File: src/hw/replay_pkg.sv
package replay_pkg;

  // queue geometry
  localparam int depth = 8;
  localparam int ptr_w = 3;
  // occupancy counts zero to depth inclusive
  localparam int cnt_w = 4;
  localparam int slots = 3;

  // occupancy at which upstream is asked to hold off conflicts
  localparam logic [cnt_w-1:0] skip_level = 4'd4;

  // op field widths
  localparam int addr_w = 44;
  localparam int reg_w = 9;
  localparam int type_w = 2;
  localparam int sz_w = 5;
  localparam int lsq_w = 9;
  localparam int ii_w = 10;

  localparam int op_w = addr_w + reg_w + type_w + sz_w + lsq_w + ii_w;

  // field positions inside one op word, address at the bottom
  localparam int op_addr_lo = 0;
  localparam int op_reg_lo = op_addr_lo + addr_w;
  localparam int op_type_lo = op_reg_lo + reg_w;
  localparam int op_sz_lo = op_type_lo + type_w;
  localparam int op_lsq_lo = op_sz_lo + sz_w;
  localparam int op_ii_lo = op_lsq_lo + lsq_w;

  // row layout: conflict bits on top, then op words with slot 0 lowest
  localparam int row_w = slots + slots * op_w;

endpackage

File: src/hw/replay_row_ram.sv
`timescale 1ns/1ns

module replay_row_ram (
  input  logic                          clk,
  input  logic                          rst,
  input  logic [replay_pkg::ptr_w-1:0]  rd_addr,
  input  logic                          rd_en,
  output logic [replay_pkg::row_w-1:0]  rd_data,
  input  logic [replay_pkg::ptr_w-1:0]  wr_addr,
  input  logic [replay_pkg::row_w-1:0]  wr_data,
  input  logic                          wr_en
);

  logic [replay_pkg::row_w-1:0] mem [replay_pkg::depth];
  logic [replay_pkg::ptr_w-1:0] rd_addr_q;

  // read address is the only registered stage on the read side
  always_ff @(posedge clk) begin
    if (rst) begin
      rd_addr_q <= '0;
    end else if (rd_en) begin
      rd_addr_q <= rd_addr;
    end
  end

  always_ff @(posedge clk) begin
    if (wr_en) begin
      mem[wr_addr] <= wr_data;
    end
  end

  // a row written at the held address shows up right after the write edge
  assign rd_data = mem[rd_addr_q];

endmodule

File: src/hw/replay_queue_ctrl.sv
`timescale 1ns/1ns

module replay_queue_ctrl (
  input  logic                                               clk,
  input  logic                                               rst,
  input  logic                                               except,
  input  logic                                               stall,
  input  logic [replay_pkg::slots-1:0]                       conflict,
  input  logic [replay_pkg::slots-1:0][replay_pkg::op_w-1:0] op_in,
  input  logic                                               issue,
  input  logic                                               row_done,
  output logic [replay_pkg::ptr_w-1:0]                       wr_addr,
  output logic [replay_pkg::row_w-1:0]                       wr_data,
  output logic                                               wr_en,
  output logic [replay_pkg::ptr_w-1:0]                       rd_addr,
  output logic                                               rd_en,
  output logic                                               not_empty,
  output logic                                               skip
);

  // input register
  logic [replay_pkg::slots-1:0]                       conf_q;
  logic [replay_pkg::slots-1:0][replay_pkg::op_w-1:0] op_q;

  logic [replay_pkg::ptr_w-1:0] head;
  logic [replay_pkg::ptr_w-1:0] tail;
  logic [replay_pkg::depth-1:0] valid;
  logic [replay_pkg::cnt_w-1:0] count;
  logic                         retire;

  // conflict bits cleared on except, so a flushed row never gets written
  always_ff @(posedge clk) begin
    if (rst) begin
      conf_q <= '0;
    end else if (except) begin
      conf_q <= '0;
    end else if (!stall) begin
      conf_q <= conflict;
    end
  end

  always_ff @(posedge clk) begin
    if (!stall) begin
      op_q <= op_in;
    end
  end

  // only rows with some conflict are kept
  assign wr_en = (|conf_q) && !stall && !except;
  assign wr_addr = tail;
  assign wr_data = {conf_q, op_q};

  assign retire = issue && row_done;

  // head row valid means the queue holds something
  assign not_empty = valid[head];

  // next head goes to the RAM early, new head row is ready after a retire
  assign rd_en = issue || except;

  always_comb begin
    if (except) begin
      rd_addr = '0;
    end else if (retire) begin
      rd_addr = head + 1'b1;
    end else begin
      rd_addr = head;
    end
  end

  always_ff @(posedge clk) begin
    if (rst) begin
      head <= '0;
      tail <= '0;
      valid <= '0;
    end else if (except) begin
      head <= '0;
      tail <= '0;
      valid <= '0;
    end else begin
      if (wr_en) begin
        valid[tail] <= 1'b1;
        tail <= tail + 1'b1;
      end
      // head and tail never meet here while full, writes are blocked upstream
      if (retire) begin
        valid[head] <= 1'b0;
        head <= head + 1'b1;
      end
    end
  end

  // occupancy
  always_ff @(posedge clk) begin
    if (rst) begin
      count <= '0;
    end else if (except) begin
      count <= '0;
    end else begin
      case ({wr_en, retire})
        2'b10:   count <= count + 1'b1;
        2'b01:   count <= count - 1'b1;
        default: count <= count;
      endcase
    end
  end

  // skip with hysteresis, set at skip_level, cleared only once drained
  always_ff @(posedge clk) begin
    if (rst) begin
      skip <= 1'b0;
    end else if (count >= replay_pkg::skip_level) begin
      skip <= 1'b1;
    end else if (count == '0) begin
      skip <= 1'b0;
    end
  end

endmodule

File: src/hw/replay_slot_pick.sv
`timescale 1ns/1ns

module replay_slot_pick (
  input  logic                         clk,
  input  logic                         rst,
  input  logic                         except,
  input  logic                         stall,
  input  logic                         read_en,
  input  logic                         not_empty,
  input  logic [replay_pkg::row_w-1:0] row,
  output logic                         issue,
  output logic                         row_done,
  output logic [replay_pkg::op_w-1:0]  op_out
);

  // slots of the head row not issued yet
  logic [replay_pkg::slots-1:0] mask;
  logic [replay_pkg::slots-1:0] row_conf;
  logic [replay_pkg::slots-1:0] pend;
  logic [replay_pkg::slots-1:0] sel;
  logic [replay_pkg::slots-1:0] rest;

  assign row_conf = row[replay_pkg::row_w-1 -: replay_pkg::slots];
  assign pend = row_conf & mask;

  // lowest pending slot, one hot
  assign sel = pend & (~pend + 1'b1);
  assign rest = pend & ~sel;

  assign issue = not_empty && read_en && !stall && !except && (|pend);
  // last conflicted slot of the row goes out this cycle
  assign row_done = issue && !(|rest);

  always_comb begin
    op_out = '0;
    for (int k = 0; k < replay_pkg::slots; k++) begin
      op_out = op_out |
               ({replay_pkg::op_w{sel[k]}} & row[k*replay_pkg::op_w +: replay_pkg::op_w]);
    end
  end

  always_ff @(posedge clk) begin
    if (rst) begin
      mask <= '1;
    end else if (except) begin
      mask <= '1;
    end else if (issue) begin
      // reload for the next row once this one retires
      if (row_done) begin
        mask <= '1;
      end else begin
        mask <= mask & ~sel;
      end
    end
  end

endmodule

File: src/hw/agu_replay_cam.sv
`timescale 1ns/1ns

module agu_replay_cam (
  input  logic                          clk,
  input  logic                          rst,
  input  logic                          except,
  input  logic                          read_en,
  input  logic                          stall,
  input  logic                          conflict0,
  input  logic [replay_pkg::addr_w-1:0] op0_addr,
  input  logic [replay_pkg::reg_w-1:0]  op0_reg_no,
  input  logic [replay_pkg::type_w-1:0] op0_type,
  input  logic [replay_pkg::sz_w-1:0]   op0_sz,
  input  logic [replay_pkg::lsq_w-1:0]  op0_lsq,
  input  logic [replay_pkg::ii_w-1:0]   op0_ii,
  input  logic                          conflict1,
  input  logic [replay_pkg::addr_w-1:0] op1_addr,
  input  logic [replay_pkg::reg_w-1:0]  op1_reg_no,
  input  logic [replay_pkg::type_w-1:0] op1_type,
  input  logic [replay_pkg::sz_w-1:0]   op1_sz,
  input  logic [replay_pkg::lsq_w-1:0]  op1_lsq,
  input  logic [replay_pkg::ii_w-1:0]   op1_ii,
  input  logic                          conflict2,
  input  logic [replay_pkg::addr_w-1:0] op2_addr,
  input  logic [replay_pkg::reg_w-1:0]  op2_reg_no,
  input  logic [replay_pkg::type_w-1:0] op2_type,
  input  logic [replay_pkg::sz_w-1:0]   op2_sz,
  input  logic [replay_pkg::lsq_w-1:0]  op2_lsq,
  input  logic [replay_pkg::ii_w-1:0]   op2_ii,
  output logic                          skip,
  output logic                          out_valid,
  output logic [replay_pkg::addr_w-1:0] out_addr,
  output logic [replay_pkg::reg_w-1:0]  out_reg_no,
  output logic [replay_pkg::type_w-1:0] out_type,
  output logic [replay_pkg::sz_w-1:0]   out_sz,
  output logic [replay_pkg::lsq_w-1:0]  out_lsq,
  output logic [replay_pkg::ii_w-1:0]   out_ii
);

  logic [replay_pkg::slots-1:0]                       conflict;
  logic [replay_pkg::slots-1:0][replay_pkg::op_w-1:0] op_word;
  logic [replay_pkg::ptr_w-1:0]                       wr_addr;
  logic [replay_pkg::row_w-1:0]                       wr_data;
  logic                                               wr_en;
  logic [replay_pkg::ptr_w-1:0]                       rd_addr;
  logic                                               rd_en;
  logic [replay_pkg::row_w-1:0]                       row_data;
  logic                                               not_empty;
  logic                                               issue;
  logic                                               row_done;
  logic [replay_pkg::op_w-1:0]                        op_sel;

  assign conflict = {conflict2, conflict1, conflict0};

  // slot 0 op word
  assign op_word[0][replay_pkg::op_addr_lo +: replay_pkg::addr_w] = op0_addr;
  assign op_word[0][replay_pkg::op_reg_lo +: replay_pkg::reg_w] = op0_reg_no;
  assign op_word[0][replay_pkg::op_type_lo +: replay_pkg::type_w] = op0_type;
  assign op_word[0][replay_pkg::op_sz_lo +: replay_pkg::sz_w] = op0_sz;
  assign op_word[0][replay_pkg::op_lsq_lo +: replay_pkg::lsq_w] = op0_lsq;
  assign op_word[0][replay_pkg::op_ii_lo +: replay_pkg::ii_w] = op0_ii;

  // slot 1
  assign op_word[1][replay_pkg::op_addr_lo +: replay_pkg::addr_w] = op1_addr;
  assign op_word[1][replay_pkg::op_reg_lo +: replay_pkg::reg_w] = op1_reg_no;
  assign op_word[1][replay_pkg::op_type_lo +: replay_pkg::type_w] = op1_type;
  assign op_word[1][replay_pkg::op_sz_lo +: replay_pkg::sz_w] = op1_sz;
  assign op_word[1][replay_pkg::op_lsq_lo +: replay_pkg::lsq_w] = op1_lsq;
  assign op_word[1][replay_pkg::op_ii_lo +: replay_pkg::ii_w] = op1_ii;

  // slot 2
  assign op_word[2][replay_pkg::op_addr_lo +: replay_pkg::addr_w] = op2_addr;
  assign op_word[2][replay_pkg::op_reg_lo +: replay_pkg::reg_w] = op2_reg_no;
  assign op_word[2][replay_pkg::op_type_lo +: replay_pkg::type_w] = op2_type;
  assign op_word[2][replay_pkg::op_sz_lo +: replay_pkg::sz_w] = op2_sz;
  assign op_word[2][replay_pkg::op_lsq_lo +: replay_pkg::lsq_w] = op2_lsq;
  assign op_word[2][replay_pkg::op_ii_lo +: replay_pkg::ii_w] = op2_ii;

  replay_queue_ctrl i_ctrl (
    .clk       (clk),
    .rst       (rst),
    .except    (except),
    .stall     (stall),
    .conflict  (conflict),
    .op_in     (op_word),
    .issue     (issue),
    .row_done  (row_done),
    .wr_addr   (wr_addr),
    .wr_data   (wr_data),
    .wr_en     (wr_en),
    .rd_addr   (rd_addr),
    .rd_en     (rd_en),
    .not_empty (not_empty),
    .skip      (skip)
  );

  replay_row_ram i_ram (
    .clk     (clk),
    .rst     (rst),
    .rd_addr (rd_addr),
    .rd_en   (rd_en),
    .rd_data (row_data),
    .wr_addr (wr_addr),
    .wr_data (wr_data),
    .wr_en   (wr_en)
  );

  replay_slot_pick i_pick (
    .clk       (clk),
    .rst       (rst),
    .except    (except),
    .stall     (stall),
    .read_en   (read_en),
    .not_empty (not_empty),
    .row       (row_data),
    .issue     (issue),
    .row_done  (row_done),
    .op_out    (op_sel)
  );

  // issued op, fields only meaningful with out_valid
  assign out_valid = issue;
  assign out_addr = op_sel[replay_pkg::op_addr_lo +: replay_pkg::addr_w];
  assign out_reg_no = op_sel[replay_pkg::op_reg_lo +: replay_pkg::reg_w];
  assign out_type = op_sel[replay_pkg::op_type_lo +: replay_pkg::type_w];
  assign out_sz = op_sel[replay_pkg::op_sz_lo +: replay_pkg::sz_w];
  assign out_lsq = op_sel[replay_pkg::op_lsq_lo +: replay_pkg::lsq_w];
  assign out_ii = op_sel[replay_pkg::op_ii_lo +: replay_pkg::ii_w];

endmodule

File: config.mk
export PLATFORM = sky130hd
export DESIGN_NAME = agu_replay_cam
export DESIGN_NICKNAME = d
export VERILOG_FILES = /design/src/hw/replay_pkg.sv /design/src/hw/replay_row_ram.sv /design/src/hw/replay_queue_ctrl.sv /design/src/hw/replay_slot_pick.sv /design/src/hw/agu_replay_cam.sv
export SDC_FILE = /design/constraint.sdc
export NUM_CORES = 2
export LEC_CHECK = 0
export ABC_AREA = 0
export BUFFER_PORTS_ARGS = -buffer_cell sky130_fd_sc_hd__buf_2
export CAP_MARGIN = 0
export CORE_MARGIN = 1
export CORE_UTILIZATION = 45
export DETAILED_ROUTE_END_ITERATION = 6
export PLACE_DENSITY = 0.74
export SLEW_MARGIN = 20
export SYNTH_ARGS = -nofsm -noshare
export SYNTH_HDL_FRONTEND = slang
export SYNTH_SLANG_ARGS = --single-unit
File: constraint.sdc
create_clock -name clk -period 23.6 [get_ports clk]
set_clock_uncertainty 0.15 [all_clocks]
set_input_delay 3.54 -clock clk [delete_from_list [all_inputs] [get_ports clk]]
set_output_delay 3.54 -clock clk [all_outputs]
set_load 0.005 [all_outputs]
==> results by group <==
Run status
  • Status: finished, final reports clean

Floorplan
  • I/O pin cnt: 326
  • Core Area: 179000 sq um
  • Initial Util: 0.454
  • Die span in y: between 400 and 500 um
  • DIE AREA: around 180000 sq um
  • Die width: 427 um
  • Rows: approximately 160

Clock tree
  • H-tree levels: 4
  • PostCTS Resize Cnt: 0
  • Clk Latency, worst-skew pair: 0.85 ns
  • CTS root buffer: clkbuf_16
  • Clock transition at the registers of the reported paths: roughly 0.060 ns
  • Post-CTS Setup Inserts: 0
  • Number of CTS-inserted buffers: 210
  • Sink Count: 2188
  • CTS tree: yes
  • CTS hold repair buffers: 0
  • Max clock buf depth: 3

Drt
  • Final wirelength: between 150000 and 200000 um
  • Wire per inst: 27.8 um
  • DR iter-0 viols: 3704
  • Vias per inst: between 5 and 6
  • Antenna Nets Post-Route: 0
  • Vias: 37000
  • Residual DRC: 0
  • Drt pass-1 iters: 5

Yosys
  • Largest family of logic cells by synthesized area: multiplexers
  • Area contributors post-synth: edfxtp_1 (80%), mux4_2 (13%), mux2i_1 (3.1%)
  • Post-synth top area share: 0.797
  • Mapped Cells: 3450
  • Number of synthesized flops with an enable pin: 2157
  • Compound-Gate Fraction of Synth Area: 0.0147
  • Syn Std Cell Area: 81300 sq um
  • Simple-gate share of the synthesized area: 0.00756
  • Register area share after synthesis: 0.804
  • Largest area contributor in the netlist: edfxtp_1
  • Adder-cell area share of the yosys netlist: 0.000769
  • Post-Syn Nets: 3700
  • Mux cell area share after synthesis: 0.163
  • Avg Cell Area, Syn: 23.6 sq um
  • Ys flop type: edfxtp_1
  • Synthesis Warnings: 0
  • Cell variety after synth: 38
  • Post-synth ARST share: 0
  • Synth Area in XOR/XNOR: 0.000646
  • Flops & latches, synth: about 2200

Finish
  • Post-layout instance area: 92700 sq um
  • Share of cells above drive strength 1: 0.292
  • Post-Layout Cell Count: around 6400
  • Layout area overhead: 14.1%
  • Nets: 4122

STA
  • Hold WS: 0.349 ns
  • Measured slew at the worst slew-check pin: 1.15 ns
  • Final Hold Vio Count: 0
  • Tmin final: 9.53 ns
  • Period Utilization, post-route: 0.404
  • Final Setup Violations: 0
  • Max Clk Rate: between 100 and 150 MHz
  • Slew margin rel.: 0.234
  • Setup_tns: 0 ns
  • Max-slew violations: 0
  • Final WS setup: 14.07 ns
  • RSZ-0062 raised after global routing: false

Placement
  • DP Area: approximately 86000 sq um
  • Pre-CTS WS: around 15 ns
  • Placed Instances: 6014
  • Buffers on Ports: 325
  • DP Wirelength: between 90000 and 100000 um
  • GP Congestion: a little under 0.8

Power and ir drop
  • Psw: 1.54 mW
  • VDD IR-drop max: 0.0000702 V
  • Part of the power in registers: 0.566
  • Net Sw Frac: 0.198
  • Pwr dens: 84.1 nW/um^2
  • Comb power frac: 0.010
  • Leak pwr: 28.3 nW
  • Power share of the clock group: 0.424
  • Int Power: 6.26 mW

Global route
  • Largest net degree at the start of global routing: roughly 130
  • Total GRT Usage: 0.196
  • Initial antenna violation count: 46
  • First-pass GRT wire length: 257000 um
  • Number of global-route vias before repair: approximately 38000
  • Grt total ovfl: 0

Setup path
  • Arr. time, crit path: between 5 and 6 ns
  • Startpoint types: flop
  • Worst-path maximum fanout: 84
  • Crit path kind: flop to output port
  • Crit path required time: 19.91 ns
  • CP endpoint kind: output port

Min path
  • Min-Delay Path Class: flop to flop

Flow run
  • Max Cap Viol: 0
-- layout make-up --
type                    instances  area, sq um
inverters                       4         22.5
repair buffers                384         2230
clock inverters               142         1420
fillers                     13400        86300
well taps                    2355         2950
multi-input cells            1084        15300
clock buffers                 250         5430
diodes                         14         35.0
flip-flops and latches       2188        65400
-- cell usage after synthesis (all sizes together) (3+ instances only) --
cell,count
dfxtp,31
or3,3
clkbuf,102
or2,3
nand2,14
nand2b,6
buf,72
mux4,477
xor2,4
o22ai,80
mux2i,251
ha,5
nand3,4
edfxtp,2157
inv,4
nor2,102
o21ai,12
a21oi,91
nor3,3
o221a,8
-- registers in the layout, summed over array words and instances (netlist names), named ones only --
name,cells
i_ctrl.conf_q,3
i_ctrl.count,4
i_ctrl.head,3
i_ctrl.skip,1
i_ctrl.valid,8
i_ctrl.wr_addr,3
i_ctrl.wr_data,237
i_pick.mask,3
i_ram.mem,1920
i_ram.rd_addr_q,3
-- layout by cell type (no fill, tap or decap), types with 3 or more instances in the layout --
cell type	n
a21oi_1	91
buf_12	11
buf_2	325
buf_4	45
bufinv_16	21
clkbuf_1	39
clkbuf_16	211
clkinv_1	48
clkinv_16	3
clkinv_2	41
clkinv_4	4
clkinv_8	4
clkinvlp_4	7
dfxtp_1	28
dfxtp_4	3
diode_2	14
edfxtp_1	2157
ha_1	5
inv_1	3
inv_16	3
inv_6	11
mux2i_1	251
mux4_2	477
nand2_1	13
nand2b_1	6
nand3_1	4
nor2_1	96
nor2_4	6
o21ai_0	12
o221a_1	8
o22ai_1	80
or3_1	3
xor2_1	4
-- critical path, stage by stage, from the launching register on --
cell and delay [ns]:
dfxtp_4 0.92, buf_12 0.65, mux2i_1 0.26, nand3_1 0.12, nand4_1 0.19, buf_4 0.60, nand2_4 0.58, buf_4 0.55
o22ai_1 0.51, nor2_1 0.08, a21oi_1 0.23, buf_2 0.16
-- routing by layer --
metal / up-vias / track usage / part of all wire
li1: 15500 / - / -
met1: 19700 / 0.262 / 0.40
met2: 1483 / 0.323 / 0.50
met3: 325 / 0.0327 / 0.065
met4: 6 / 0.0739 / 0.033
met5: - / 0 / 0.00019
-- through the flow --
stage / util / power [mW]
final: 0.518 / 7.80
after detailed placement: 0.479 / 4.57
after floorplan: - / 4.51
after global routing: 0.518 / 8.01
after global placement: 0.479 / 4.57
after CTS: 0.518 / 7.87
-- cells by family (layout without fill, tap and decap cells) --
group,after synthesis,after routing
simple gates,144,144
compound gates,200,200
xor+xnor,6,6
flops,2188,2188
buf+inv,178,780
mux,729,729
other cells,0,14
fa+ha+maj,5,5
-- power groups by stage --
| stage | registers (mW) | clock network [mW] | logic, mW |
|---|---|---|---|
| finish | 4.41 | 3.31 | 0.0800 |
| global route | 4.42 | 3.51 | 0.0844 |
| CTS | 4.41 | 3.37 | 0.0815 |
| detailed placement | 4.49 | 0 | 0.0809 |
| global placement | 4.48 | 0 | 0.0809 |
| floorplan | 4.48 | 0 | 0.0299 |
-- final timing paths --
kind               start              end  slack (ns)  cells past startpoint
min reg2reg  i_ctrl.skip      i_ctrl.skip        0.35                      2
max                 flop     out_addr[23]       14.07                     11
max reg2reg         flop  i_ctrl.count[2]       17.52                     14
min          i_ctrl.skip      i_ctrl.skip        0.35                      2
Note: power is estimated with default switching activity, not from simulation.
